<file path="src/source/issue_defines.svh">
`ifndef ISSUE_DEFINES_SVH
`define ISSUE_DEFINES_SVH

// datapath widths
`define XLEN 32
`define TAG_W 4
`define OP_W 4

// station sizes
`define ALU_RS_DEPTH 4
`define DIV_RS_DEPTH 2

// functional unit codes
`define FU_W 1
`define FU_ALU 1'b0
`define FU_DIV 1'b1

`endif

</file>
<file path="src/source/issue_pkg.sv">
`include "issue_defines.svh"

package issue_pkg;

    // divider view of the op word
    typedef struct packed {
        logic                is_signed;
        logic                rem;
        logic [`OP_W-3:0]    spare;
    } div_flags_t;

    // one op word, read as alu op or as divide flags
    typedef union packed {
        logic [`OP_W-1:0]    alu;
        div_flags_t          div;
    } op_word_u;

endpackage

</file>
<file path="src/source/rs_table.sv">
`include "issue_defines.svh"

module rs_table #(
    parameter int DEPTH = 4
) (
    input  logic                clk,
    input  logic                rst,
    input  logic                flush,

    input  logic                enq,
    input  issue_pkg::op_word_u inst_op,
    input  logic [`TAG_W-1:0]   inst_rob_tag,
    input  logic                inst_rs1_valid,
    input  logic [`TAG_W-1:0]   inst_rs1_tag,
    input  logic [`XLEN-1:0]    inst_rs1_data,
    input  logic                inst_rs2_valid,
    input  logic [`TAG_W-1:0]   inst_rs2_tag,
    input  logic [`XLEN-1:0]    inst_rs2_data,
    input  logic [`XLEN-1:0]    inst_imm,
    input  logic                inst_use_imm,

    input  logic                cdb_valid,
    input  logic [`TAG_W-1:0]   cdb_tag,
    input  logic [`XLEN-1:0]    cdb_data,

    input  logic                grant,

    output logic                has_space,
    output logic                sel_valid,
    output issue_pkg::op_word_u sel_op,
    output logic [`TAG_W-1:0]   sel_rob_tag,
    output logic [`XLEN-1:0]    sel_src1,
    output logic [`XLEN-1:0]    sel_src2
);

    localparam int IDX_W = (DEPTH > 1) ? $clog2(DEPTH) : 1;

    logic [DEPTH-1:0]    valid_q;
    logic [DEPTH-1:0]    rs1_valid_q;
    logic [DEPTH-1:0]    rs2_valid_q;
    logic [DEPTH-1:0]    use_imm_q;
    issue_pkg::op_word_u op_q       [DEPTH];
    logic [`TAG_W-1:0]   rob_tag_q  [DEPTH];
    logic [`TAG_W-1:0]   rs1_tag_q  [DEPTH];
    logic [`TAG_W-1:0]   rs2_tag_q  [DEPTH];
    logic [`XLEN-1:0]    rs1_data_q [DEPTH];
    logic [`XLEN-1:0]    rs2_data_q [DEPTH];
    logic [`XLEN-1:0]    imm_q      [DEPTH];

    logic [DEPTH-1:0]    ready;
    logic [IDX_W-1:0]    free_idx;
    logic [IDX_W-1:0]    sel_idx;

    // imm stands in for a missing rs2
    assign ready = valid_q & rs1_valid_q & (rs2_valid_q | use_imm_q);

    // lowest free slot and lowest ready entry
    always_comb begin
        has_space = 1'b0;
        free_idx  = '0;
        sel_valid = 1'b0;
        sel_idx   = '0;
        for (int i = 0; i < DEPTH; i++) begin
            if (!valid_q[i] && !has_space) begin
                has_space = 1'b1;
                free_idx  = IDX_W'(i);
            end
            if (ready[i] && !sel_valid) begin
                sel_valid = 1'b1;
                sel_idx   = IDX_W'(i);
            end
        end
    end

    assign sel_op      = op_q[sel_idx];
    assign sel_rob_tag = rob_tag_q[sel_idx];
    assign sel_src1    = rs1_data_q[sel_idx];
    assign sel_src2    = use_imm_q[sel_idx] ? imm_q[sel_idx] : rs2_data_q[sel_idx];

    always_ff @(posedge clk) begin
        if (rst || flush) begin
            valid_q <= '0;
        end else begin
            if (grant) begin
                valid_q[sel_idx] <= 1'b0;
            end
            if (enq) begin
                valid_q[free_idx] <= 1'b1;
            end
        end
    end

    always_ff @(posedge clk) begin
        // wakeup only touches resident entries
        for (int i = 0; i < DEPTH; i++) begin
            if (cdb_valid && valid_q[i]) begin
                if (!rs1_valid_q[i] && rs1_tag_q[i] == cdb_tag) begin
                    rs1_valid_q[i] <= 1'b1;
                    rs1_data_q[i]  <= cdb_data;
                end
                if (!rs2_valid_q[i] && rs2_tag_q[i] == cdb_tag) begin
                    rs2_valid_q[i] <= 1'b1;
                    rs2_data_q[i]  <= cdb_data;
                end
            end
        end
        if (enq) begin
            op_q[free_idx]        <= inst_op;
            rob_tag_q[free_idx]   <= inst_rob_tag;
            rs1_valid_q[free_idx] <= inst_rs1_valid;
            rs1_tag_q[free_idx]   <= inst_rs1_tag;
            rs1_data_q[free_idx]  <= inst_rs1_data;
            rs2_valid_q[free_idx] <= inst_rs2_valid;
            rs2_tag_q[free_idx]   <= inst_rs2_tag;
            rs2_data_q[free_idx]  <= inst_rs2_data;
            imm_q[free_idx]       <= inst_imm;
            use_imm_q[free_idx]   <= inst_use_imm;
        end
    end

endmodule

</file>
<file path="src/source/dispatch_router.sv">
`include "issue_defines.svh"

module dispatch_router (
    input  logic             inst_valid,
    input  logic [`FU_W-1:0] inst_fu,
    input  logic             alu_has_space,
    input  logic             div_has_space,
    output logic             inst_ready,
    output logic             alu_enq,
    output logic             div_enq
);

    logic want_alu;
    logic want_div;

    assign want_alu = (inst_fu == `FU_ALU);
    assign want_div = (inst_fu == `FU_DIV);

    // stall only on the target station
    assign inst_ready = (want_alu && alu_has_space) || (want_div && div_has_space);

    assign alu_enq = inst_valid && inst_ready && want_alu;
    assign div_enq = inst_valid && inst_ready && want_div;

endmodule

</file>
<file path="src/source/alu_issue_port.sv">
`include "issue_defines.svh"

module alu_issue_port (
    input  logic                clk,
    input  logic                rst,
    input  logic                flush,

    input  logic                sel_valid,
    input  issue_pkg::op_word_u sel_op,
    input  logic [`TAG_W-1:0]   sel_rob_tag,
    input  logic [`XLEN-1:0]    sel_src1,
    input  logic [`XLEN-1:0]    sel_src2,

    output logic                grant,
    output logic                alu_valid,
    output logic [`OP_W-1:0]    alu_op,
    output logic [`TAG_W-1:0]   alu_rob_tag,
    output logic [`XLEN-1:0]    alu_src1,
    output logic [`XLEN-1:0]    alu_src2
);

    // no back-pressure from the alu
    assign grant = sel_valid;

    always_ff @(posedge clk) begin
        if (rst || flush) begin
            alu_valid <= 1'b0;
        end else begin
            alu_valid <= sel_valid;
        end
    end

    always_ff @(posedge clk) begin
        if (sel_valid) begin
            alu_op      <= sel_op.alu;
            alu_rob_tag <= sel_rob_tag;
            alu_src1    <= sel_src1;
            alu_src2    <= sel_src2;
        end
    end

endmodule

</file>
<file path="src/source/div_issue_port.sv">
`include "issue_defines.svh"

module div_issue_port (
    input  logic                div_busy,

    input  logic                sel_valid,
    input  issue_pkg::op_word_u sel_op,
    input  logic [`TAG_W-1:0]   sel_rob_tag,
    input  logic [`XLEN-1:0]    sel_src1,
    input  logic [`XLEN-1:0]    sel_src2,

    output logic                grant,
    output logic                div_start,
    output logic                div_signed,
    output logic                div_rem,
    output logic [`TAG_W-1:0]   div_rob_tag,
    output logic [`XLEN-1:0]    div_src1,
    output logic [`XLEN-1:0]    div_src2
);

    // entry waits in the station while the divider is busy
    assign grant     = sel_valid && !div_busy;
    assign div_start = grant;

    assign div_signed  = sel_op.div.is_signed;
    assign div_rem     = sel_op.div.rem;
    assign div_rob_tag = sel_rob_tag;
    assign div_src1    = sel_src1;
    assign div_src2    = sel_src2;

endmodule

</file>
<file path="src/source/issue_top.sv">
`include "issue_defines.svh"

module issue_top (
    input  logic                clk,
    input  logic                rst,
    input  logic                flush,
    input  logic                div_busy,

    input  logic                inst_valid,
    input  logic [`FU_W-1:0]    inst_fu,
    input  issue_pkg::op_word_u inst_op,
    input  logic [`TAG_W-1:0]   inst_rob_tag,
    input  logic                inst_rs1_valid,
    input  logic [`TAG_W-1:0]   inst_rs1_tag,
    input  logic [`XLEN-1:0]    inst_rs1_data,
    input  logic                inst_rs2_valid,
    input  logic [`TAG_W-1:0]   inst_rs2_tag,
    input  logic [`XLEN-1:0]    inst_rs2_data,
    input  logic [`XLEN-1:0]    inst_imm,
    input  logic                inst_use_imm,
    output logic                inst_ready,

    input  logic                cdb_valid,
    input  logic [`TAG_W-1:0]   cdb_tag,
    input  logic [`XLEN-1:0]    cdb_data,

    output logic                alu_valid,
    output logic [`OP_W-1:0]    alu_op,
    output logic [`TAG_W-1:0]   alu_rob_tag,
    output logic [`XLEN-1:0]    alu_src1,
    output logic [`XLEN-1:0]    alu_src2,

    output logic                div_start,
    output logic                div_signed,
    output logic                div_rem,
    output logic [`TAG_W-1:0]   div_rob_tag,
    output logic [`XLEN-1:0]    div_src1,
    output logic [`XLEN-1:0]    div_src2
);

    logic                alu_enq;
    logic                alu_has_space;
    logic                alu_grant;
    logic                alu_sel_valid;
    issue_pkg::op_word_u alu_sel_op;
    logic [`TAG_W-1:0]   alu_sel_rob_tag;
    logic [`XLEN-1:0]    alu_sel_src1;
    logic [`XLEN-1:0]    alu_sel_src2;

    logic                div_enq;
    logic                div_has_space;
    logic                div_grant;
    logic                div_sel_valid;
    issue_pkg::op_word_u div_sel_op;
    logic [`TAG_W-1:0]   div_sel_rob_tag;
    logic [`XLEN-1:0]    div_sel_src1;
    logic [`XLEN-1:0]    div_sel_src2;

    dispatch_router i_router (
        .inst_valid    (inst_valid),
        .inst_fu       (inst_fu),
        .alu_has_space (alu_has_space),
        .div_has_space (div_has_space),
        .inst_ready    (inst_ready),
        .alu_enq       (alu_enq),
        .div_enq       (div_enq)
    );

    rs_table #(.DEPTH(`ALU_RS_DEPTH)) i_alu_rs (
        .clk            (clk),
        .rst            (rst),
        .flush          (flush),
        .enq            (alu_enq),
        .inst_op        (inst_op),
        .inst_rob_tag   (inst_rob_tag),
        .inst_rs1_valid (inst_rs1_valid),
        .inst_rs1_tag   (inst_rs1_tag),
        .inst_rs1_data  (inst_rs1_data),
        .inst_rs2_valid (inst_rs2_valid),
        .inst_rs2_tag   (inst_rs2_tag),
        .inst_rs2_data  (inst_rs2_data),
        .inst_imm       (inst_imm),
        .inst_use_imm   (inst_use_imm),
        .cdb_valid      (cdb_valid),
        .cdb_tag        (cdb_tag),
        .cdb_data       (cdb_data),
        .grant          (alu_grant),
        .has_space      (alu_has_space),
        .sel_valid      (alu_sel_valid),
        .sel_op         (alu_sel_op),
        .sel_rob_tag    (alu_sel_rob_tag),
        .sel_src1       (alu_sel_src1),
        .sel_src2       (alu_sel_src2)
    );

    rs_table #(.DEPTH(`DIV_RS_DEPTH)) i_div_rs (
        .clk            (clk),
        .rst            (rst),
        .flush          (flush),
        .enq            (div_enq),
        .inst_op        (inst_op),
        .inst_rob_tag   (inst_rob_tag),
        .inst_rs1_valid (inst_rs1_valid),
        .inst_rs1_tag   (inst_rs1_tag),
        .inst_rs1_data  (inst_rs1_data),
        .inst_rs2_valid (inst_rs2_valid),
        .inst_rs2_tag   (inst_rs2_tag),
        .inst_rs2_data  (inst_rs2_data),
        .inst_imm       (inst_imm),
        .inst_use_imm   (inst_use_imm),
        .cdb_valid      (cdb_valid),
        .cdb_tag        (cdb_tag),
        .cdb_data       (cdb_data),
        .grant          (div_grant),
        .has_space      (div_has_space),
        .sel_valid      (div_sel_valid),
        .sel_op         (div_sel_op),
        .sel_rob_tag    (div_sel_rob_tag),
        .sel_src1       (div_sel_src1),
        .sel_src2       (div_sel_src2)
    );

    alu_issue_port i_alu_port (
        .clk         (clk),
        .rst         (rst),
        .flush       (flush),
        .sel_valid   (alu_sel_valid),
        .sel_op      (alu_sel_op),
        .sel_rob_tag (alu_sel_rob_tag),
        .sel_src1    (alu_sel_src1),
        .sel_src2    (alu_sel_src2),
        .grant       (alu_grant),
        .alu_valid   (alu_valid),
        .alu_op      (alu_op),
        .alu_rob_tag (alu_rob_tag),
        .alu_src1    (alu_src1),
        .alu_src2    (alu_src2)
    );

    div_issue_port i_div_port (
        .div_busy    (div_busy),
        .sel_valid   (div_sel_valid),
        .sel_op      (div_sel_op),
        .sel_rob_tag (div_sel_rob_tag),
        .sel_src1    (div_sel_src1),
        .sel_src2    (div_sel_src2),
        .grant       (div_grant),
        .div_start   (div_start),
        .div_signed  (div_signed),
        .div_rem     (div_rem),
        .div_rob_tag (div_rob_tag),
        .div_src1    (div_src1),
        .div_src2    (div_src2)
    );

endmodule

</file>
<file path="config.mk">
export PLATFORM = sky130hd
export DESIGN_NAME = issue_top
export DESIGN_NICKNAME = d
export VERILOG_FILES = /design/src/source/issue_pkg.sv /design/src/source/rs_table.sv /design/src/source/dispatch_router.sv /design/src/source/alu_issue_port.sv /design/src/source/div_issue_port.sv /design/src/source/issue_top.sv
export VERILOG_INCLUDE_DIRS = /design/src /design/src/source
export SDC_FILE = /design/constraint.sdc
export NUM_CORES = 1
export LEC_CHECK = 0
export BUFFER_PORTS_ARGS = -buffer_cell sky130_fd_sc_hd__buf_2
export CAP_MARGIN = 30
export CORE_MARGIN = 3
export CORE_UTILIZATION = 38
export DETAILED_ROUTE_END_ITERATION = 8
export HOLD_SLACK_MARGIN = 0.1
export PLACE_DENSITY = 0.57
export SLEW_MARGIN = 30
export SYNTH_ARGS = -nofsm -noshare
export SYNTH_HDL_FRONTEND = slang
export SYNTH_SLANG_ARGS = --single-unit
</file>
<file path="constraint.sdc">
create_clock -name clk -period 8.1 [get_ports clk]
set_clock_uncertainty 0.15 [all_clocks]
set_input_delay 0.81 -clock clk [delete_from_list [all_inputs] [get_ports clk]]
set_output_delay 0.81 -clock clk [all_outputs]
set_load 0.1 [all_outputs]
</file>
---- After elaboration in Yosys (flattened, before gate mapping) ----
Memory sizes are Yosys's and may differ from the RTL's. A register that Yosys moved wholly into a read port is not among the register bits.
Index checks and enable logic that the tools add are counted.
operators by class
  add/subtract/negate cells ............... 0
  $mul .................................... 0
  divide/modulo/power cells ............... 0
  $lt $le $gt $ge ......................... 8
  equal/unequal tests ..................... 12
  shift operators ......................... 0
  multiplexer cells ....................... 114
  bitwise logic cells ..................... 13
  reduce and logical (&&, ||, !) cells .... 61
operators by type and width
  cell                                                                number
  two-way mux 1 bit                                                   87
  two-way mux 32 bit                                                  2
  equality test 4 bit                                                 12
  logical AND 1 bit                                                   36
  zero test 1 bit                                                     23
  two-way mux 4 bit                                                   5
  two-way mux 2 bit                                                   9
  bitwise AND 4 bit                                                   3
  bitwise mux 4 bit                                                   3
  bitwise OR 4 bit                                                    2
  bitwise AND 2 bit                                                   3
  bitwise mux 2 bit                                                   3
  < comparator 2 x 3 -> 1 bit (second input constant)                 2
  demux 1 bit (select 2 bit)                                          2
  greater-or-equal comparator 2 x 1 -> 1 bit (second input constant)  2
  < comparator 1 x 2 -> 1 bit (second input constant)                 2
  inverter 4 bit                                                      1
  bitwise OR 2 bit                                                    2
  binary-select mux 1 bit (select 2 bit)                              1
  demux 1 bit (select 1 bit)                                          2
  greater-or-equal comparator 1 bit (second input constant)           2
  logical OR 1 bit                                                    2
  inverter 2 bit                                                      1
  inverter 1 bit                                                      1
storage, ports and cells
  bits in registers ....................... 57
  latch bits .............................. 0
  memory bits (writable) .................. 672
  bits in read-only memories .............. 0
  input port bits ......................... 158
  output and inout port bits .............. 145
  word-level logic and storage cells ...... 232
  memories ................................ 14
memory list
  name                 words  bits a word  rd ports  clocked after Yosys merged registers in  write ports  RTL line        RTL
  i_alu_rs.imm_q       4      32           1         0                                        1            rs_table.sv:48  logic [`XLEN-1:0] imm_q [DEPTH];
  i_alu_rs.rs1_data_q  4      32           1         1                                        5            rs_table.sv:46  logic [`XLEN-1:0] rs1_data_q [DEPTH];
  i_alu_rs.rs2_data_q  4      32           1         0                                        5            rs_table.sv:47  logic [`XLEN-1:0] rs2_data_q [DEPTH];
  i_div_rs.imm_q       2      32           1         0                                        1            rs_table.sv:48
  i_div_rs.rs1_data_q  2      32           1         0                                        3            rs_table.sv:46
  i_div_rs.rs2_data_q  2      32           1         0                                        3            rs_table.sv:47
  8 more memories      -      -            -         -                                        -            -

---- Longest topological paths before layout ----
Gate-level depths: netlist (run 1).
  word-level depth ........................ 22
  gate-level depth with buffers ........... 10

---- Modules after synthesis ----
A second synthesis (run 1) with hierarchy kept.
second synthesis, totals
  cell total of the unflattened synthesis .. 2616
  area total of the unflattened synthesis .. 32887.8 um2
by module, submodules not included
  module                times used  cells each  area each (um2)  sequential area each (um2)
  rs_table at i_alu_rs  1           1644        19992.9          13813.2
  rs_table at i_div_rs  1           822         10113.4          6906.6
  alu_issue_port        1           75          2202.1           2182.1
  div_issue_port        1           72          546.8            0.0
  dispatch_router       1           3           32.5             0.0

---- Worst setup path before layout (run 1) ----
OpenSTA, ideal clock, no wires.
  kind .................................... input to register
  start point ............................. in cdb_tag[0]
  end point ............................... mem i_alu_rs.rs2_data_q[3][0] (netlist bit), enable pin
  arrival ................................. 4.454 ns
  required time ........................... 7.439 ns
  path slack .............................. 2.985 ns
  stages on the path ...................... 3
  path buffers ............................ 0
  cell sequence ........................... xnor2_1 > nand3_1 > o41ai_1
RTL lines
  element      RTL line         RTL
  from (decl)  issue_top.sv:24  input logic [`TAG_W-1:0] cdb_tag,
  to (decl)    rs_table.sv:47

---- Final worst setup path (run 1) ----
  start point ............................. reg i_div_rs.use_imm_q[0]
  end point ............................... out div_src2[27]
on the way
  word-level cells in the longest chain between the ends .. 9
  elaborated cells between the ends (all ways) .. 11
ends and longest elaborated chain
  element                                                RTL line         RTL
  from (decl)                                            rs_table.sv:41   logic [DEPTH-1:0] use_imm_q;
  from (signal, indexed assignment)                      rs_table.sv:117  use_imm_q[free_idx] <= inst_use_imm;
  bitwise OR 2 bit                                       rs_table.sv:55   assign ready = valid_q & rs1_valid_q & (rs2_valid_q | use_imm_q);
  bitwise AND 2 bit                                      rs_table.sv:55
  two-way mux 1 bit                                      rs_table.sv:68   if (ready[i] && !sel_valid) begin
  zero test 1 bit                                        rs_table.sv:68
  logical AND 1 bit                                      rs_table.sv:68
  two-way mux 1 bit                                      rs_table.sv:68
  two-way mux 1 bit (not written as such) (2 in series)  rs_table.sv:78   assign sel_src2 = use_imm_q[sel_idx] ? imm_q[sel_idx] : rs2_data_q[sel_idx];
  two-way mux 32 bit (*)                                 rs_table.sv:78
  to (decl)                                              issue_top.sv:38  output logic [`XLEN-1:0] div_src2
Mark *: on every way between the ends. The rest lies on a longest branch, timed or not. The select of a mux whose other input is x is not followed.

==> summary.md, run 1 <==
| Metric | Value |
|---|---|
| Most frequent cell after synthesis | nand2_1 |
| Hpwl dp | about 60 mm |
| Number of routed nets with antenna violations | 0 |
| Vias/cell | about 5.6 |
| Largest cells by area after synthesis | edfxtp_1, nand2_1, a222oi_1 |
| Post-layout min period | 4913 ps |
| First-pass GRT wire length | 148.2 mm |
| R2r worst-path depth | 8 |
| Reg2Reg Setup Slack | 3810 ps |
| Layout cells sized above 1 | 0.1956 |
| Drt first pass iters | 9 |
| Initial Util | 0.3874 |
| Worst-margin pin slew | 1014 ps |
| Syn Std Cell Area | 32,060 sq um |
| Final Hold Violating Endpoints | 0 |
| Yosys cell types | 46 |
| Core Rows | roughly 110 |
| Slew Limit Fails | 0 |
| # DRC | 0 |
| Post-CTS Hold Buffers | 0 |
| GRT Util Overall | 0.2324 |
| Syn Area/Cell | 12.64 sq um |
| Critical path startpoint category | flop |
| Worst Path Arrival | 3950 ps |
| Final WL | 103.1 mm |
| Post-CTS setup buffers | 0 |
| CTS Buf Count | 82 |
| Iter 0 DRT Violations | 2,306 |
| Die X | 296.5 microns |
| Grt met3 use | 0.04383 |
| Syn Inst Count | 2,536 |
| Commonest cells in the netlist | nand2_1, edfxtp_1, clkbuf_1, a222oi_1, mux2i_1 |
| Layout Utilization | 0.4529 |
| Fill cell total of the finished layout | roughly 7.5k |
| Clk sinks | between 700 and 800 |
| Die height | 296.5 microns |
| IO Port Bufs | 302 |
| Synthesis-to-layout area growth | 16.92% |
| Via count | 22.09k |
| Setup Crit Path Kind | flop to output port |
| Initial antenna violation count | 24 |
| Dominant synthesized flop cell | edfxtp_1 |
| Worst skew pair latency | between 600 and 700 ps |
| Core Area | 82,770 sq um |
| Largest net degree at the start of global routing | 106 |
| Storage cell area | 22,780 sq um |
| PwrDens | approximately 240 nW/um^2 |
| Root Buffer | clkbuf_16 |
| Status | completed |
| Syn_nets | approximately 2.7k |
| Post-synthesis sequential area ratio | 0.7105 |
| RePlAce Congestion | 0.8036 |
| Yosys reg bits | 765 |
| Setup tns final | 0 ps |
| Slew margin rel. | 0.3241 |
| # setup viols final | 0 |
| Gr busiest metal | met2 |
| Met1 GRT Util | 0.3081 |
| CTS tree | yes |
| FFs w/ async S/R, synth | 0 |
| Vias in the first global route | 22.25k |
| Max-Cap Viols | 0 |
| Nature of the critical path endpoint | output port |
| Leading area contributor after synthesis | edfxtp_1 |
| Clock-pin transition on the worst setup and hold timing paths | 50 ps |
| # IOs | a little over 300 |
| Hold path depth | 1 |
| YS warnings | 0 |
| Area share of the largest cell type after synthesis | 0.6987 |
| Max Clk Rate | roughly 0.20 GHz |
| Final Cycle Share | 0.6066 |
| Pleak | 14.03 nW |
| Worst EP required | 7140 ps |
| Number of synthesized flops with an enable pin | 746 |
| Full die area | approximately 88,000 sq um |
| Clk buf depth | 3 |
| Peak fanout along the critical path | 69 |
| Max VDD drop | 176.8 uV |
| CTS resizes | 0 |
| Grt ovf | 0 |
| RSZ-0062 raised after global routing | no |
| GR Util met2 | 0.3838 |
| NumNets Final | 2,973 |
| H-tree levels | 3 |
| Multi-input combinational cell area | 8780 sq um |
| HP Class | primary input to flop |
| WL per Instance | about 26 microns |
-- registers in the layout, indices dropped and copies added (netlist names), 32 cells and up --
name                 count
i_alu_rs.rs2_data_q    128
i_alu_port.alu_src2     32
i_div_rs.rs1_data_q     64
i_alu_rs.imm_q         128
i_alu_rs.rs1_data_q    128
i_div_rs.imm_q          64
i_div_rs.rs2_data_q     64
i_alu_port.alu_src1     32
-- cell usage in the layout, fill, tap and decap left out, types with 3 or more instances in the layout --
cell / netlist / routed
a211oi_1: 32 / 32
a21oi_1: 48 / 47
a221oi_2: 32 / 32
a222oi_1: 73 / 73
a22o_1: 32 / 32
and2_0: 4 / 4
and2_1: 28 / 28
buf_2: 15 / 302
buf_4: 8 / 39
buf_6: 6 / 3
bufinv_16: 0 / 7
clkbuf_1: 105 / 17
clkbuf_16: 0 / 87
clkinv_1: 0 / 20
clkinv_2: 0 / 13
dfxtp_1: 19 / 19
diode_2: 0 / 12
edfxtp_1: 746 / 746
inv_1: 9 / 6
inv_6: 0 / 6
mux2_2: 38 / 38
mux2i_1: 65 / 65
nand2_1: 1047 / 1047
nand3_1: 8 / 7
nand4_1: 8 / 8
nor2_1: 28 / 26
nor2b_1: 33 / 32
nor3_1: 10 / 10
o211ai_1: 4 / 4
o21ai_0: 12 / 4
o21ai_4: 0 / 8
o22ai_1: 32 / 32
or2_2: 3 / 3
xnor2_1: 22 / 22
xor2_1: 26 / 26
-- per-stage QoR --
step	instance area, sq um	hold WS [ps]	std cells	worst slack [ps]	power, mW
floorplan	32060	333.6	2536	2985	4.990
global placement	34810	344.1	3799	3706	5.225
detailed placement	34830	341.1	3801	3829	5.239
CTS	37460	241.8	3949	3176	8.908
global route	37480	264.0	3956	2995	9.128
finish	37490	288.9	3961	3187	8.843
-- worst max-delay path, stage by stage, from the launching register on --
cell and delay, ps:
edfxtp_1 390, o211ai_1 260, nor2b_4 190, buf_4 500
buf_4 800, a211oi_1 120, a21oi_1 520, buf_2 540
-- metal layers --
metal / vias to the layer above / share of wire
met5: - / 0.00083
met2: 1164 / 0.47
met3: 225 / 0.095
met4: 12 / 0.032
li1: 9751 / -
met1: 10940 / 0.40
-- power by group --
part | total [mW] | leakage (nW) | internal, mW | switching (mW)
logic | 0.671 | 5.79 | 0.151 | 0.520
registers | 4.49 | 6.96 | 4.45 | 0.0363
clock network | 3.69 | 1.28 | 2.17 | 1.51
total | 8.84 | 14.0 | 6.77 | 2.07
-- worst paths after layout --
check | from | end
max | i_div_rs.use_imm_q[0]$_DFFE_PP_ | div_src2[27]
min | inst_op[1] | i_alu_rs.op_q[0][1]$_DFFE_PP_
max reg2reg | i_alu_rs.valid_q[1]$_SDFF_PP0_ | i_alu_port.alu_src2[19]$_DFFE_PN_
min reg2reg | i_alu_rs.op_q[3][1]$_DFFE_PP_ | i_alu_port.alu_op[1]$_DFFE_PN_
-- area by class of cell --
cell class              instances  share of cell area
multi-input cells            1608              0.2342
repair buffers                345             0.04956
well taps                    1070             0.03571
flip-flops and latches        765              0.6077
clock inverters                44             0.01021
inverters                      13            0.002036
diodes                         12           0.0008010
clock buffers                 104             0.05978
-- kinds of logic after synthesis --
| group | count (synthesis) | share of synthesized area |
|---|---|---|
| simple gates | 1178 | 0.1461 |
| flops | 765 | 0.7105 |
| compound gates | 279 | 0.07449 |
| buf+inv | 163 | 0.02213 |
| mux | 103 | 0.03364 |
| xor+xnor | 48 | 0.01311 |
Power figures use the tool's default switching activity.
==> inputs of run 2 (changes only) <==
ABC_AREA = 1   (was not set)
clock period = 4.8 ns   (was 8.1 ns; I/O delays follow)
==> run 2 against run 1 <==
  * Synthesized area grew 2.0%
  * Non-clock buffer count grew 136
  * Critical path depth grew 2
  * Register-to-register slack lost 2500 ps
  * Worst setup slack lost 2000 ps
  * Utilization grew 2.1 points
  * Flip-flop and latch count is the same
  * Global-route usage grew 0.23 points
  * Die area grew 2.0%
  * Critical endpoint is now div_src2[16]
  * Highest routed layer is now met4
==> summary.md, run 2 <==
| Metric | Value |
|---|---|
| RePlAce Congestion | 0.8396 (+4.5%) |
| Critical path's largest stage delay | 400 ps (-400 ps) |
| Power consumption | 15.40 mW (+74%) |
| Register share of total power | 0.491 (-0.016) |
| Die height | 299.4 microns (+0.99%) |
| H-tree levels | 3 (unchanged) |
| HP Class | primary input to flop |
| Worst EP required | 4170 ps (-2970 ps) |
| Core Rows | 106 (+0.95%) |
| Synthesis-to-layout area growth | 22.51% |
| Grt ovf | 0 (unchanged) |
| Largest registers | i_alu_rs.imm_q: 128 flops, i_alu_rs.rs1_data_q: 128 flops, i_alu_rs.rs2_data_q: 128 flops |
| Final Cycle Share | 0.7563 |
| CTS tree | yes |
| IO Port Bufs | 302 (unchanged) |
| Nature of the critical path endpoint | output port |
| Via count | 23.93k (+8.3%) |
| Slew margin rel. | 0.3766 (+0.05253) |
| # IOs | 303 (unchanged) |
| Syn Std Cell Area | 32,710 sq um (+2.0%) |
| Clock-pin transition on the worst setup and hold timing paths | 60 ps (about the same) |
| Syn Area/Cell | 11.06 sq um (-13%) |
| Number of synthesized flops with an enable pin | 746 (unchanged) |
| Setup Crit Path Kind | flop to output port |
| Final WL | 106.4 mm (+3.3%) |
| Clk buf depth | 3 (unchanged) |
| Most frequent cells in the layout | edfxtp_1, nand2_1, o21ai_0, buf_2, inv_1 |
| # DRC | 0 (unchanged) |
| Slew Limit Fails | 0 (unchanged) |
| Number of routed nets with antenna violations | 0 (unchanged) |
| Largest cells by area after synthesis | edfxtp_1, nand2_1, o21ai_0 |
| RSZ-0062 raised after global routing | no |
| Final Hold Violating Endpoints | 0 (unchanged) |
| Initial Util | 0.3872 (about the same) |
| Layout Utilization | 0.4743 (+0.02141) |
| Full die area | 89,640 sq um (+2.0%) |
| R2r worst-path depth | 7 (-1) |
| Yosys reg bits | 765 (unchanged) |
| GRT Util Overall | 0.2347 (+0.002271) |
| Most frequent cell after synthesis | edfxtp_1 |
| Drt first pass iters | 6 (-3) |
| Setup tns final | 0 ps (unchanged) |
| CP cell instances | nor2_1, nor3_4, nand2_4, buf_12, nand2_1, nand2_1, nand2_1, o21ai_1, buf_12 |
| Initial antenna violation count | 0 (-100%) |
| End of the critical path | div_src2[16] |
| Hpwl dp | 69.22 mm (+15%) |
| Commonest cells in the netlist | edfxtp_1, nand2_1, o21ai_0, inv_1, nor2_1 |
| Post-layout min period | ~3600 ps |
| Iter 0 DRT Violations | 2,262 (-1.9%) |
| Core Area | 84,480 sq um (+2.1%) |
| Post-Synth Simple-Gate Area | 0.1536 (+0.007465) |
| Vias/cell | 5.238 (-6.1%) |
| Leading area contributor after synthesis | edfxtp_1 |
| Worst Path Arrival | 3000 ps (-950 ps) |
| Reg2reg start | i_alu_rs.valid_q[1]$_SDFF_PP0_ |
| Max-Cap Viols | 0 (unchanged) |
| Largest family of logic cells by synthesized area | simple AND/OR/NAND/NOR gates |
| Critical path startpoint | i_div_rs.use_imm_q[1]$_DFFE_PP_ |
| Root Buffer | clkbuf_16 |
| Sw Ratio | 0.2384 (+0.004293) |
| Levels on crit path | 9 (+2) |
| Pint | 11.73 mW (+73%) |
| Status | completed |
| Yosys cell types | 34 (-26%) |
| Layout cells sized above 1 | 0.1653 (-0.03030) |
| Largest net degree at the start of global routing | 136 (+28%) |
| Area share of the largest cell type after synthesis | 0.6848 (-0.01387) |
| Pleak | 15.80 nW (+13%) |
| Vias in the first global route | 23.49k (+5.6%) |
| CP top delay family | simple AND/OR/NAND/NOR gates |
| Max VDD drop | 289.5 uV (+64%) |
| Net Sw Power | 3.670 mW (+77%) |
| RR Endpoint | i_alu_rs.rs1_data_q[2][6]$_DFFE_PP_ |
| Most common cell after layout, fill and taps aside | edfxtp_1 |
| Non-Filler Instances | 4,568 (+15%) |
| Mux cell area share after synthesis | 0.01308 (-0.02056) |
| PwrDens | 384.2 nW/um^2 (+63%) |
| Syn Inst Count | 2,959 (+17%) |
| Syn_nets | 3,117 (+16%) |
| Inst Count DP | 4,286 (+13%) |
| Placed Area | 36,040 sq um (+3.5%) |
| WL per Instance | 23.30 microns (-10%) |
| Final Cell Area | 40,070 sq um (+6.9%) |
| # setup viols final | 0 (unchanged) |
| Crit-path slowest cell | edfxtp_1 |
| Dominant synthesized flop cell | edfxtp_1 |
| Die X | 299.4 microns (+0.99%) |
| Critical path startpoint category | flop |
| CTS Buf Count | 87 (+6.1%) |
| YS warnings | 0 (unchanged) |
| FFs w/ async S/R, synth | 0 (unchanged) |
| Reg2Reg Setup Slack | 1360 ps (-2450 ps) |
| Post-synthesis sequential area ratio | 0.6964 (-0.01410) |
| Buf/Inv on CP | 2 (-1) |
| XOR/XNOR Fraction of Synth Area | 0.004016 (-0.009096) |
| First-pass GRT wire length | 154.5 mm (+4.3%) |
| Clk sinks | 765 (unchanged) |
| CP most frequent cell | nand2_1 |
| Worst skew pair latency | 650 ps (+40 ps) |
| Clock power frac | 0.428 (+0.011) |
| Logic gate share of total power | 0.082 (+0.006) |
| Peak fanout along the critical path | 135 (+96%) |
| NumNets Final | 3,521 (+18%) |
| Compound-Gate Fraction of Synth Area | 0.07856 (+0.004067) |
| Worst-margin pin slew | 935.1 ps (-78.80 ps) |
| Adder-cell share of the synthesized area | 0 (unchanged) |
| Max Clk Rate | 0.2755 GHz |
[run 2: cell count changes after synthesis, moves of 67 or more]
cell / previous run / this run
o21ai_0: 12 / 430
nand2_1: 1047 / 643
inv_1: 9 / 266
nor2_1: 28 / 238
nand3_1: 8 / 213
a222oi_1: 73 / 0
nand4_1: 8 / 75
[run 2: per-layer routing]
metal | part of all wire | wire length (microns) | vias to the layer above | track usage
met1 | 0.40 | 42800 | 11710 | 0.3017
met5 | 0 | 0 | - | 0
met4 | 0.048 | 5102 | 0 | 0.1059
li1 | - | - | 11100 | -
met2 | 0.49 | 51760 | 923 | 0.3948
met3 | 0.064 | 6781 | 199 | 0.03368
[run 2: metrics by stage]
stage          setup slack (ps)  hold WS (ps)
6_report                   1170         130.8
5_1_grt                    1029         121.0
4_1_cts                    1178         100.1
3_5_place_dp               1606         364.5
3_3_place_gp               1560         359.3
2_1_floorplan             670.9         338.2
[run 2: worst min path at each step]
| stage | startpoint | cells past startpoint | end | slack (ps) |
|---|---|---|---|---|
| floorplan | i_alu_rs.rs1_valid_q[1]$_DFF_P_ | 2 | i_alu_rs.rs1_valid_q[1]$_DFF_P_ | 340 |
| global placement | i_alu_rs.rs1_data_q[0][3]$_DFFE_PP_ | 2 | i_alu_port.alu_src1[3]$_DFFE_PN_ | 360 |
| detailed placement | i_alu_rs.rs1_data_q[0][2]$_DFFE_PP_ | 2 | i_alu_port.alu_src1[2]$_DFFE_PN_ | 360 |
| CTS | inst_rs1_data[1] | 3 | i_alu_rs.rs1_data_q[3][1]$_DFFE_PP_ | 100 |
| global route | inst_rs1_data[14] | 3 | i_div_rs.rs1_data_q[0][14]$_DFFE_PP_ | 120 |
| finish | inst_rs1_data[8] | 3 | i_alu_rs.rs1_data_q[1][8]$_DFFE_PP_ | 130 |
[run 2: area by class of cell]
cell class	count	area, sq um
Clock buffer	110	2325
Sequential cell	765	22780
Clock inverter	47	480.5
Multi-Input combinational cell	1757	8366
Fill cell	7687	44410
Inverter	271	1022
Tap cell	1134	1419
Antenna cell	3	7.507
Timing Repair Buffer	481	3674
[run 2: tightest hold or removal path, delay by kind of cell]
family | cells | cell delay (ps)
buffers and inverters | 2 | 160
AOI/OAI and AO/OA | 1 | 170
[run 2: logic make-up (layout without fill, tap and decap cells)]
group | count (synthesis) | after routing
mux | 38 | 38
simple gates | 1195 | 1195
flops | 765 | 765
compound gates | 509 | 509
other cells | 0 | 3
buf+inv | 437 | 909
xor+xnor | 15 | 15
[run 2: power groups by stage]
stage	Clock, mW	Sequential, mW	Combinational (mW)
5_1_grt	6.96	7.56	1.35
2_1_floorplan	0	7.73	0.648
3_5_place_dp	0	7.69	1.18
4_1_cts	6.70	7.56	1.27
3_3_place_gp	0	7.69	1.17
6_report	6.58	7.55	1.26
[run 2: repair_timing]
| action | in CTS | in global routing |
|---|---|---|
| gates resized for setup | 0 | 0 |
| hold buffers | 122 | 0 |
| hold endpoints to repair | 554 | 0 |
| buffers inserted | 0 | 0 |
